[config.mk]
export PLATFORM = sky130hd
export DESIGN_NAME = param_subsystem_top
export DESIGN_NICKNAME = d
export VERILOG_FILES = /design/src/hw/conv_param_pkg.sv /design/src/hw/param_sram.sv /design/src/hw/param_host_port.sv /design/src/hw/param_buffer_wrapper.sv /design/src/hw/param_dot_engine.sv /design/src/hw/param_subsystem_top.sv
export SDC_FILE = /design/constraint.sdc
export NUM_CORES = 2
export LEC_CHECK = 0
export BUFFER_PORTS_ARGS = -buffer_cell sky130_fd_sc_hd__buf_4
export CAP_MARGIN = 20
export CORE_MARGIN = 5
export CORE_UTILIZATION = 50
export CTS_CLUSTER_DIAMETER = 150
export DETAILED_ROUTE_END_ITERATION = 6
export PLACE_DENSITY = 0.66
export SLEW_MARGIN = 20
export SYNTH_ARGS = -nofsm -noshare
export SYNTH_HDL_FRONTEND = slang
export SYNTH_SLANG_ARGS = --single-unit
[constraint.sdc]
create_clock -name clk -period 12 [get_ports clk]
set_clock_uncertainty 0.2 [all_clocks]
set_input_delay 3.6 -clock clk [delete_from_list [all_inputs] [get_ports clk]]
set_output_delay 3.6 -clock clk [all_outputs]
set_load 0.03 [all_outputs]
[src/hw/conv_param_pkg.sv]
package conv_param_pkg;

  // default buffer geometry, overridden from the top level
  localparam int PARAM_DEPTH_DEF = 16;
  localparam int PARAM_AW_DEF    = 4;

  // parameter word and result width
  localparam int WORD_W = 32;

  typedef logic signed [7:0] tap_t;

  // one host write, last closes the load
  typedef struct packed {
    logic [PARAM_AW_DEF-1:0] addr;
    logic [WORD_W-1:0]       data;
    logic                    last;
  } host_wr_t;

  // bias word layout, shift sits in the low byte
  typedef struct packed {
    logic signed [23:0] value;
    logic [7:0]         shift;
  } bias_field_t;

  // even address holds taps, odd address holds bias and shift
  typedef union packed {
    tap_t [3:0]  weights;
    bias_field_t bias;
  } param_word_u;

  typedef struct packed {
    logic [2:0] kernel;
    tap_t [3:0] act;
  } comp_cmd_t;

  // single-port access, cs without we is a read
  typedef struct packed {
    logic                    cs;
    logic                    we;
    logic [PARAM_AW_DEF-1:0] addr;
    logic [WORD_W-1:0]       wdata;
  } sram_req_t;

endpackage

[src/hw/param_sram.sv]
`timescale 1ns/100ps

module param_sram
  import conv_param_pkg::*;
#(
  parameter int PARAM_DEPTH = PARAM_DEPTH_DEF,
  parameter int PARAM_AW    = PARAM_AW_DEF
) (
  input  logic              clk,
  input  sram_req_t         req_i,
  output logic [WORD_W-1:0] rdata_o
);

  logic [WORD_W-1:0]   mem [PARAM_DEPTH];
  logic [PARAM_AW-1:0] idx;

  // request address resized to the array index
  assign idx = PARAM_AW'(req_i.addr);

  // write on cs and we
  always_ff @(posedge clk) begin
    if (req_i.cs && req_i.we) begin
      mem[idx] <= req_i.wdata;
    end
  end

  // read data appears one cycle after the request
  always_ff @(posedge clk) begin
    if (req_i.cs && !req_i.we) begin
      rdata_o <= mem[idx];
    end
  end

endmodule

[src/hw/param_host_port.sv]
`timescale 1ns/100ps

module param_host_port
  import conv_param_pkg::*;
(
  input  logic      clk,
  input  logic      rst,
  input  logic      host_req_i,
  input  host_wr_t  host_wr_i,
  output logic      host_ack_o,
  input  logic      load_grant_i,
  output sram_req_t load_wr_o,
  output logic      load_last_o
);

  typedef enum logic [1:0] {
    HP_WAIT  = 2'h0,
    HP_WRITE = 2'h1,
    HP_ACK   = 2'h2
  } hp_state_t;

  hp_state_t state_q;
  hp_state_t state_d;
  host_wr_t  word_q;
  logic      accept;

  // request is taken only once the wrapper hands over the SRAM
  assign accept = (state_q == HP_WAIT) && host_req_i && load_grant_i;

  always_ff @(posedge clk, posedge rst) begin
    if (rst) begin
      state_q <= HP_WAIT;
    end else begin
      state_q <= state_d;
    end
  end

  always_ff @(posedge clk) begin
    if (accept) begin
      word_q <= host_wr_i;
    end
  end

  always_comb begin
    state_d = state_q;
    case (state_q)
      HP_WAIT:  if (accept) state_d = HP_WRITE;
      HP_WRITE: state_d = HP_ACK;
      HP_ACK:   if (!host_req_i) state_d = HP_WAIT;
      default:  state_d = HP_WAIT;
    endcase
  end

  // cs alone flags a pending request, cs with we is the write itself
  always_comb begin
    load_wr_o = '0;
    if (state_q == HP_WAIT) begin
      load_wr_o.cs = host_req_i;
    end else if (state_q == HP_WRITE) begin
      load_wr_o.cs    = 1'b1;
      load_wr_o.we    = 1'b1;
      load_wr_o.addr  = word_q.addr;
      load_wr_o.wdata = word_q.data;
    end
  end

  assign load_last_o = (state_q == HP_WRITE) && word_q.last;
  assign host_ack_o  = (state_q == HP_ACK);

endmodule

[src/hw/param_buffer_wrapper.sv]
`timescale 1ns/100ps

module param_buffer_wrapper
  import conv_param_pkg::*;
#(
  parameter int PARAM_AW = PARAM_AW_DEF
) (
  input  logic              clk,
  input  logic              rst,
  input  sram_req_t         load_wr_i,
  input  logic              load_last_i,
  output logic              load_grant_o,
  input  sram_req_t         eng_req_i,
  input  logic              eng_busy_i,
  output logic              eng_grant_o,
  output sram_req_t         sram_req_o,
  input  logic [WORD_W-1:0] sram_rdata_i,
  output logic [WORD_W-1:0] eng_rdata_o
);

  typedef enum logic [1:0] {
    ST_IDLE       = 2'h0,
    ST_HOST_LOAD  = 2'h1,
    ST_ENG_ACCESS = 2'h2
  } own_state_t;

  own_state_t state_q;
  own_state_t state_d;
  logic       load_pending;

  assign load_pending = load_wr_i.cs;

  always_ff @(posedge clk, posedge rst) begin
    if (rst) begin
      state_q <= ST_IDLE;
    end else begin
      state_q <= state_d;
    end
  end

  always_comb begin
    state_d = state_q;
    case (state_q)
      ST_IDLE: begin
        if (load_pending) state_d = ST_HOST_LOAD;
      end
      ST_HOST_LOAD: begin
        if (load_wr_i.we && load_last_i) state_d = ST_ENG_ACCESS;
      end
      ST_ENG_ACCESS: begin
        // a new load waits for the engine to go quiet
        if (load_pending && !eng_busy_i) state_d = ST_HOST_LOAD;
      end
      default: state_d = ST_IDLE;
    endcase
  end

  // grant covers the cycle in which the switch to host load is taken
  assign load_grant_o = (state_q == ST_HOST_LOAD) ||
                        ((state_q == ST_IDLE) && load_pending) ||
                        ((state_q == ST_ENG_ACCESS) && load_pending && !eng_busy_i);

  assign eng_grant_o = (state_q == ST_ENG_ACCESS);

  // only the owner reaches the SRAM
  always_comb begin
    sram_req_o = '0;
    case (state_q)
      ST_HOST_LOAD: begin
        sram_req_o    = load_wr_i;
        sram_req_o.cs = load_wr_i.we;
      end
      ST_ENG_ACCESS: sram_req_o = eng_req_i;
      default:       sram_req_o = '0;
    endcase
  end

  assign eng_rdata_o = (state_q == ST_ENG_ACCESS) ? sram_rdata_i : '0;

endmodule

[src/hw/param_dot_engine.sv]
`timescale 1ns/100ps

module param_dot_engine
  import conv_param_pkg::*;
#(
  parameter int PARAM_AW = PARAM_AW_DEF
) (
  input  logic              clk,
  input  logic              rst,
  input  logic              comp_req_i,
  input  comp_cmd_t         comp_cmd_i,
  output logic              comp_ack_o,
  output logic [WORD_W-1:0] comp_result_o,
  input  logic              eng_grant_i,
  output sram_req_t         eng_req_o,
  output logic              eng_busy_o,
  input  logic [WORD_W-1:0] eng_rdata_i
);

  typedef enum logic [2:0] {
    EN_IDLE  = 3'h0,
    EN_RD_W  = 3'h1,
    EN_RD_B  = 3'h2,
    EN_CAP_B = 3'h3,
    EN_MATH  = 3'h4,
    EN_DONE  = 3'h5
  } eng_state_t;

  eng_state_t               state_q;
  eng_state_t               state_d;
  comp_cmd_t                cmd_q;
  param_word_u              w_word_q;
  param_word_u              b_word_q;
  logic [WORD_W-1:0]        result_q;
  logic signed [WORD_W-1:0] dot_sum;
  logic signed [WORD_W-1:0] biased;
  logic [PARAM_AW-1:0]      w_addr;
  logic [PARAM_AW-1:0]      b_addr;
  logic                     accept;

  assign accept = (state_q == EN_IDLE) && comp_req_i && eng_grant_i;

  // kernel k owns words 2k and 2k+1
  assign w_addr = PARAM_AW'({cmd_q.kernel, 1'b0});
  assign b_addr = w_addr + 1'b1;

  always_ff @(posedge clk, posedge rst) begin
    if (rst) begin
      state_q  <= EN_IDLE;
      result_q <= '0;
    end else begin
      state_q <= state_d;
      if (state_q == EN_MATH) begin
        result_q <= biased >>> b_word_q.bias.shift;
      end
    end
  end

  // weight word arrives during RD_B, bias word during CAP_B
  always_ff @(posedge clk) begin
    if (accept) cmd_q <= comp_cmd_i;
    if (state_q == EN_RD_B) w_word_q <= eng_rdata_i;
    if (state_q == EN_CAP_B) b_word_q <= eng_rdata_i;
  end

  always_comb begin
    state_d = state_q;
    case (state_q)
      EN_IDLE:  if (accept) state_d = EN_RD_W;
      EN_RD_W:  state_d = EN_RD_B;
      EN_RD_B:  state_d = EN_CAP_B;
      EN_CAP_B: state_d = EN_MATH;
      EN_MATH:  state_d = EN_DONE;
      EN_DONE:  if (!comp_req_i) state_d = EN_IDLE;
      default:  state_d = EN_IDLE;
    endcase
  end

  always_comb begin
    eng_req_o = '0;
    if (state_q == EN_RD_W) begin
      eng_req_o.cs   = 1'b1;
      eng_req_o.addr = PARAM_AW_DEF'(w_addr);
    end else if (state_q == EN_RD_B) begin
      eng_req_o.cs   = 1'b1;
      eng_req_o.addr = PARAM_AW_DEF'(b_addr);
    end
  end

  // four signed taps plus sign-extended bias
  always_comb begin
    dot_sum = '0;
    for (int i = 0; i < 4; i++) begin
      dot_sum = dot_sum + $signed(w_word_q.weights[i]) * $signed(cmd_q.act[i]);
    end
    biased = dot_sum + WORD_W'(b_word_q.bias.value);
  end

  // a pending request already holds the SRAM against a new load
  assign eng_busy_o    = (state_q != EN_IDLE) || comp_req_i;
  assign comp_ack_o    = (state_q == EN_DONE);
  assign comp_result_o = result_q;

endmodule

[src/hw/param_subsystem_top.sv]
`timescale 1ns/100ps

module param_subsystem_top
  import conv_param_pkg::*;
#(
  parameter int PARAM_DEPTH = PARAM_DEPTH_DEF,
  parameter int PARAM_AW    = PARAM_AW_DEF
) (
  input  logic              clk,
  input  logic              rst,
  input  logic              host_req_i,
  input  host_wr_t          host_wr_i,
  output logic              host_ack_o,
  input  logic              comp_req_i,
  input  comp_cmd_t         comp_cmd_i,
  output logic              comp_ack_o,
  output logic [WORD_W-1:0] comp_result_o
);

  sram_req_t         load_wr;
  logic              load_last;
  logic              load_grant;
  sram_req_t         eng_req;
  logic              eng_grant;
  logic              eng_busy;
  sram_req_t         sram_req;
  logic [WORD_W-1:0] sram_rdata;
  logic [WORD_W-1:0] eng_rdata;

  param_host_port u_param_host_port (
    .clk          (clk),
    .rst          (rst),
    .host_req_i   (host_req_i),
    .host_wr_i    (host_wr_i),
    .host_ack_o   (host_ack_o),
    .load_grant_i (load_grant),
    .load_wr_o    (load_wr),
    .load_last_o  (load_last)
  );

  param_buffer_wrapper #(
    .PARAM_AW (PARAM_AW)
  ) u_param_buffer_wrapper (
    .clk          (clk),
    .rst          (rst),
    .load_wr_i    (load_wr),
    .load_last_i  (load_last),
    .load_grant_o (load_grant),
    .eng_req_i    (eng_req),
    .eng_busy_i   (eng_busy),
    .eng_grant_o  (eng_grant),
    .sram_req_o   (sram_req),
    .sram_rdata_i (sram_rdata),
    .eng_rdata_o  (eng_rdata)
  );

  param_sram #(
    .PARAM_DEPTH (PARAM_DEPTH),
    .PARAM_AW    (PARAM_AW)
  ) u_param_sram (
    .clk     (clk),
    .req_i   (sram_req),
    .rdata_o (sram_rdata)
  );

  param_dot_engine #(
    .PARAM_AW (PARAM_AW)
  ) u_param_dot_engine (
    .clk           (clk),
    .rst           (rst),
    .comp_req_i    (comp_req_i),
    .comp_cmd_i    (comp_cmd_i),
    .comp_ack_o    (comp_ack_o),
    .comp_result_o (comp_result_o),
    .eng_grant_i   (eng_grant),
    .eng_req_o     (eng_req),
    .eng_busy_o    (eng_busy),
    .eng_rdata_i   (eng_rdata)
  );

endmodule

==> flow_metrics.py <==
metrics = {
    "outcome": {
        "status": "complete, no violations",
    },
    "clocking": {
        "hold_buffers": 0,
        "ctsResizeCount": 0,
        "cts_buffer_depth": 3,
        "cts_root_buf": "clkbuf_16",
        "clock-sinks": 719,
        "cts_max_level": 3,
        "cts_tree": "done",
        "clk_pin_slew_worst_paths_ps": 50,
        "clk_latency_ps": 660,
        "numCtsBuffers": 80,
        "postCtsSetupBuffers": 0,
    },
    "sta": {
        "fin_ws_ps": 1370,
        "worst_slew_pin_slew_ps": 1060,
        "rsz0062_at_grt": "no",
        "finalCritPeriodShare_pct": 88.6,
        "report.final.slew_viol_count": 0,
        "final_hold_viol_count": 0,
        "holdWs_ps": 276,
        "final.min_clock_period_ps": 10630,
        "maxSlewHeadroom_pct": 28.9,
        "setup_viol": 0,
        "fmax_mhz": 94.1,
        "fin_tns_setup_ps": 0,
    },
    "yosys": {
        "seq_area_frac_synth_pct": 50.4,
        "ys_types": 98,
        "syn_nets": 4106,
        "synthFlopType": "edfxtp_1",
        "synth_edf_count": 680,
        "synthesis.area_sq_um": 42400,
        "avgSynthCellArea_sq_um": 11.8,
        "ys_ff_latch": 719,
        "ys.warnings.count": 0,
        "syn-instance-count": 3609,
        "async_reset_ff_share_pct": 5.42,
    },
    "cells_and_area": {
        "antennaDiodeCount": 0,
        "final_common_cell": "edfxtp_1",
        "drive_gt1_share_pct": 9.54,
        "mostFrequentLayoutCells": "edfxtp_1, inv_1, nand2_1",
        "area_growth_syn_to_layout_pct": 11.5,
        "nNetsFinal": 4173,
        "final_area_sq_um": 47300,
    },
    "global_route": {
        "grt_pass1_vias": 27700,
        "grt_pass1_wl_um": 161000,
        "grt_overflow": 0,
        "antenna_found_initial": 2,
        "grt_max_degree": 173,
        "grt_usage_pct": 22.8,
    },
    "detailed_routing": {
        "drt_wl_total_um": 103000,
        "wl_per_cell_um": 21.1,
        "dr.first_iter.drc_count": 2280,
        "vias_per_cell": 5.63,
        "dr.pass1.iters": 6,
        "routed-via-count": 27500,
        "drc": 0,
        "ant_nets": 0,
    },
    "floorplanning": {
        "start_util_pct": 50.5,
        "dieWidth_um": 301,
        "rows": 106,
        "pin_count": 110,
        "die_area_sq_um": 90800,
        "die_h_um": 301,
        "core_sq_um": 84000,
    },
    "setup_path": {
        "worst-path-buf-inv": 8,
        "critPathMostFrequentCell": "inv_1",
        "arrival_ps": 10940,
        "start_kind": "register",
        "critPathTopFamily": "adder cells",
        "path_max_fanout": 17,
        "worstSetupEndpointType": "register",
        "cpMaxStageDelayCell": "o21ai_2",
        "worstSetupPathType": "register to register",
        "critPathRequiredTime_ps": 12310,
        "max_stage_delay_ps": 680,
    },
    "placement": {
        "dpl_worst_slack_ps": 1470,
        "dp.final_hpwl_um": 68300,
        "io_buffers": 109,
        "gp_congestion": 0.896,
        "postPlaceCellArea_sq_um": 44500,
    },
    "job": {
        "maxCapViolCount": 0,
    },
    "min_path": {
        "hold_path.class": "register to register",
    },
}
-- cell usage after synthesis, drive strengths merged (6+ instances only) --
cell | instances | share of area [%]
a21oi | 149 | 1.8
xnor2 | 71 | 1.5
ha | 145 | 4.3
a311oi | 74 | 1.5
nor2b | 25 | 0.37
xor2 | 9 | 0.19
a31oi | 81 | 1.2
o31ai | 7 | 0.12
nand3 | 22 | 0.26
nand2 | 390 | 3.5
o41ai | 6 | 0.14
inv | 429 | 3.8
mux2 | 9 | 0.24
a211oi | 172 | 3.0
clkbuf | 145 | 1.3
o2111ai | 8 | 0.21
and4 | 7 | 0.14
o21ai | 64 | 0.77
o22ai | 8 | 0.12
nor3 | 40 | 0.47
and3 | 9 | 0.14
o21bai | 16 | 0.28
a22oi | 8 | 0.14
a21o | 22 | 0.39
edfxtp | 680 | 48
buf | 33 | 0.41
o211ai | 11 | 0.21
nor2 | 100 | 0.88
o21a | 20 | 0.36
fa | 276 | 13
nor4 | 19 | 0.29
a221oi | 7 | 0.16
a21boi | 7 | 0.12
and2 | 356 | 5.3
nand2b | 26 | 0.40
dfrtp | 39 | 2.3
or2 | 6 | 0.089
nand4 | 13 | 0.19
or3 | 14 | 0.21
-- flip-flops by register name (all words and copies together) (netlist names), 3 cells and up --
signal / flops
u_param_dot_engine.state_q: 3
u_param_dot_engine.w_word_q: 32
u_param_sram.rdata_o: 32
u_param_sram.mem: 512
u_param_host_port.word_q: 37
u_param_dot_engine.comp_result_o: 32
u_param_dot_engine.cmd_q: 35
u_param_dot_engine.b_word_q: 32
-- cell type report --
cell class | instances | area [sq um]
Clock inverter | 47 | 586
Inverter | 429 | 1610
Clock buffer | 102 | 2140
Fill cell | 7024 | 36700
Sequential cell | 719 | 21400
Multi-Input combinational cell | 2283 | 18900
Tap cell | 1134 | 1420
Timing Repair Buffer | 163 | 1270
-- through the flow --
| stage | instances | util [%] |
|---|---|---|
| after floorplan | 3609 | - |
| after global placement | 4727 | 53.0 |
| after detailed placement | 4727 | 53.0 |
| after CTS | 4876 | 56.3 |
| after global routing | 4877 | 56.3 |
| final | 4877 | 56.3 |
-- final timing paths --
check / startpoint / to / slack, ps / cells past startpoint
max in group asynchronous: rst / u_param_dot_engine.comp_result_o[13] / 8310 / 3
min: u_param_dot_engine.comp_result_o[25] / u_param_dot_engine.comp_result_o[25] / 280 / 1
max: u_param_dot_engine.cmd_q[18] / u_param_dot_engine.comp_result_o[4] / 1370 / 36
min reg2reg: u_param_dot_engine.comp_result_o[25] / u_param_dot_engine.comp_result_o[25] / 280 / 1
min in group asynchronous: rst / u_param_dot_engine.comp_result_o[31] / 2920 / 3
max reg2reg: u_param_dot_engine.cmd_q[18] / u_param_dot_engine.comp_result_o[4] / 1370 / 36
-- routing by layer --
metal	wire (um)	vias up	track usage (%)
li1	-	12900	-
met1	42800	13700	30.3
met2	51700	761	39.3
met3	5510	164	3.38
met4	2670	0	6.24
met5	0	-	0
-- worst reg2reg max path, delay by kind of cell (launching register included) --
| family | cells | cell delay, ps |
|---|---|---|
| adders and majority gates | 9 | 4110 |
| AOI/OAI and AO/OA | 14 | 3680 |
| and+or+nand+nor | 4 | 920 |
| buffers and inverters | 8 | 720 |
| DFF | 1 | 490 |
| xor gates and xnor gates | 1 | 390 |
-- cells by family after synthesis --
kind of cell / synth area share [%]
AO/OA/AOI/OAI: 12.2
flip-flops: 50.4
XOR/XNOR: 1.67
multiplexers: 0.546
buffers and inverters: 5.49
AND/OR/NAND/NOR: 12.4
adder cells (fa/ha/maj): 17.3
Power is not shown: default switching activity piles up to over one toggle a cycle in this logic, so the estimate is an artifact.
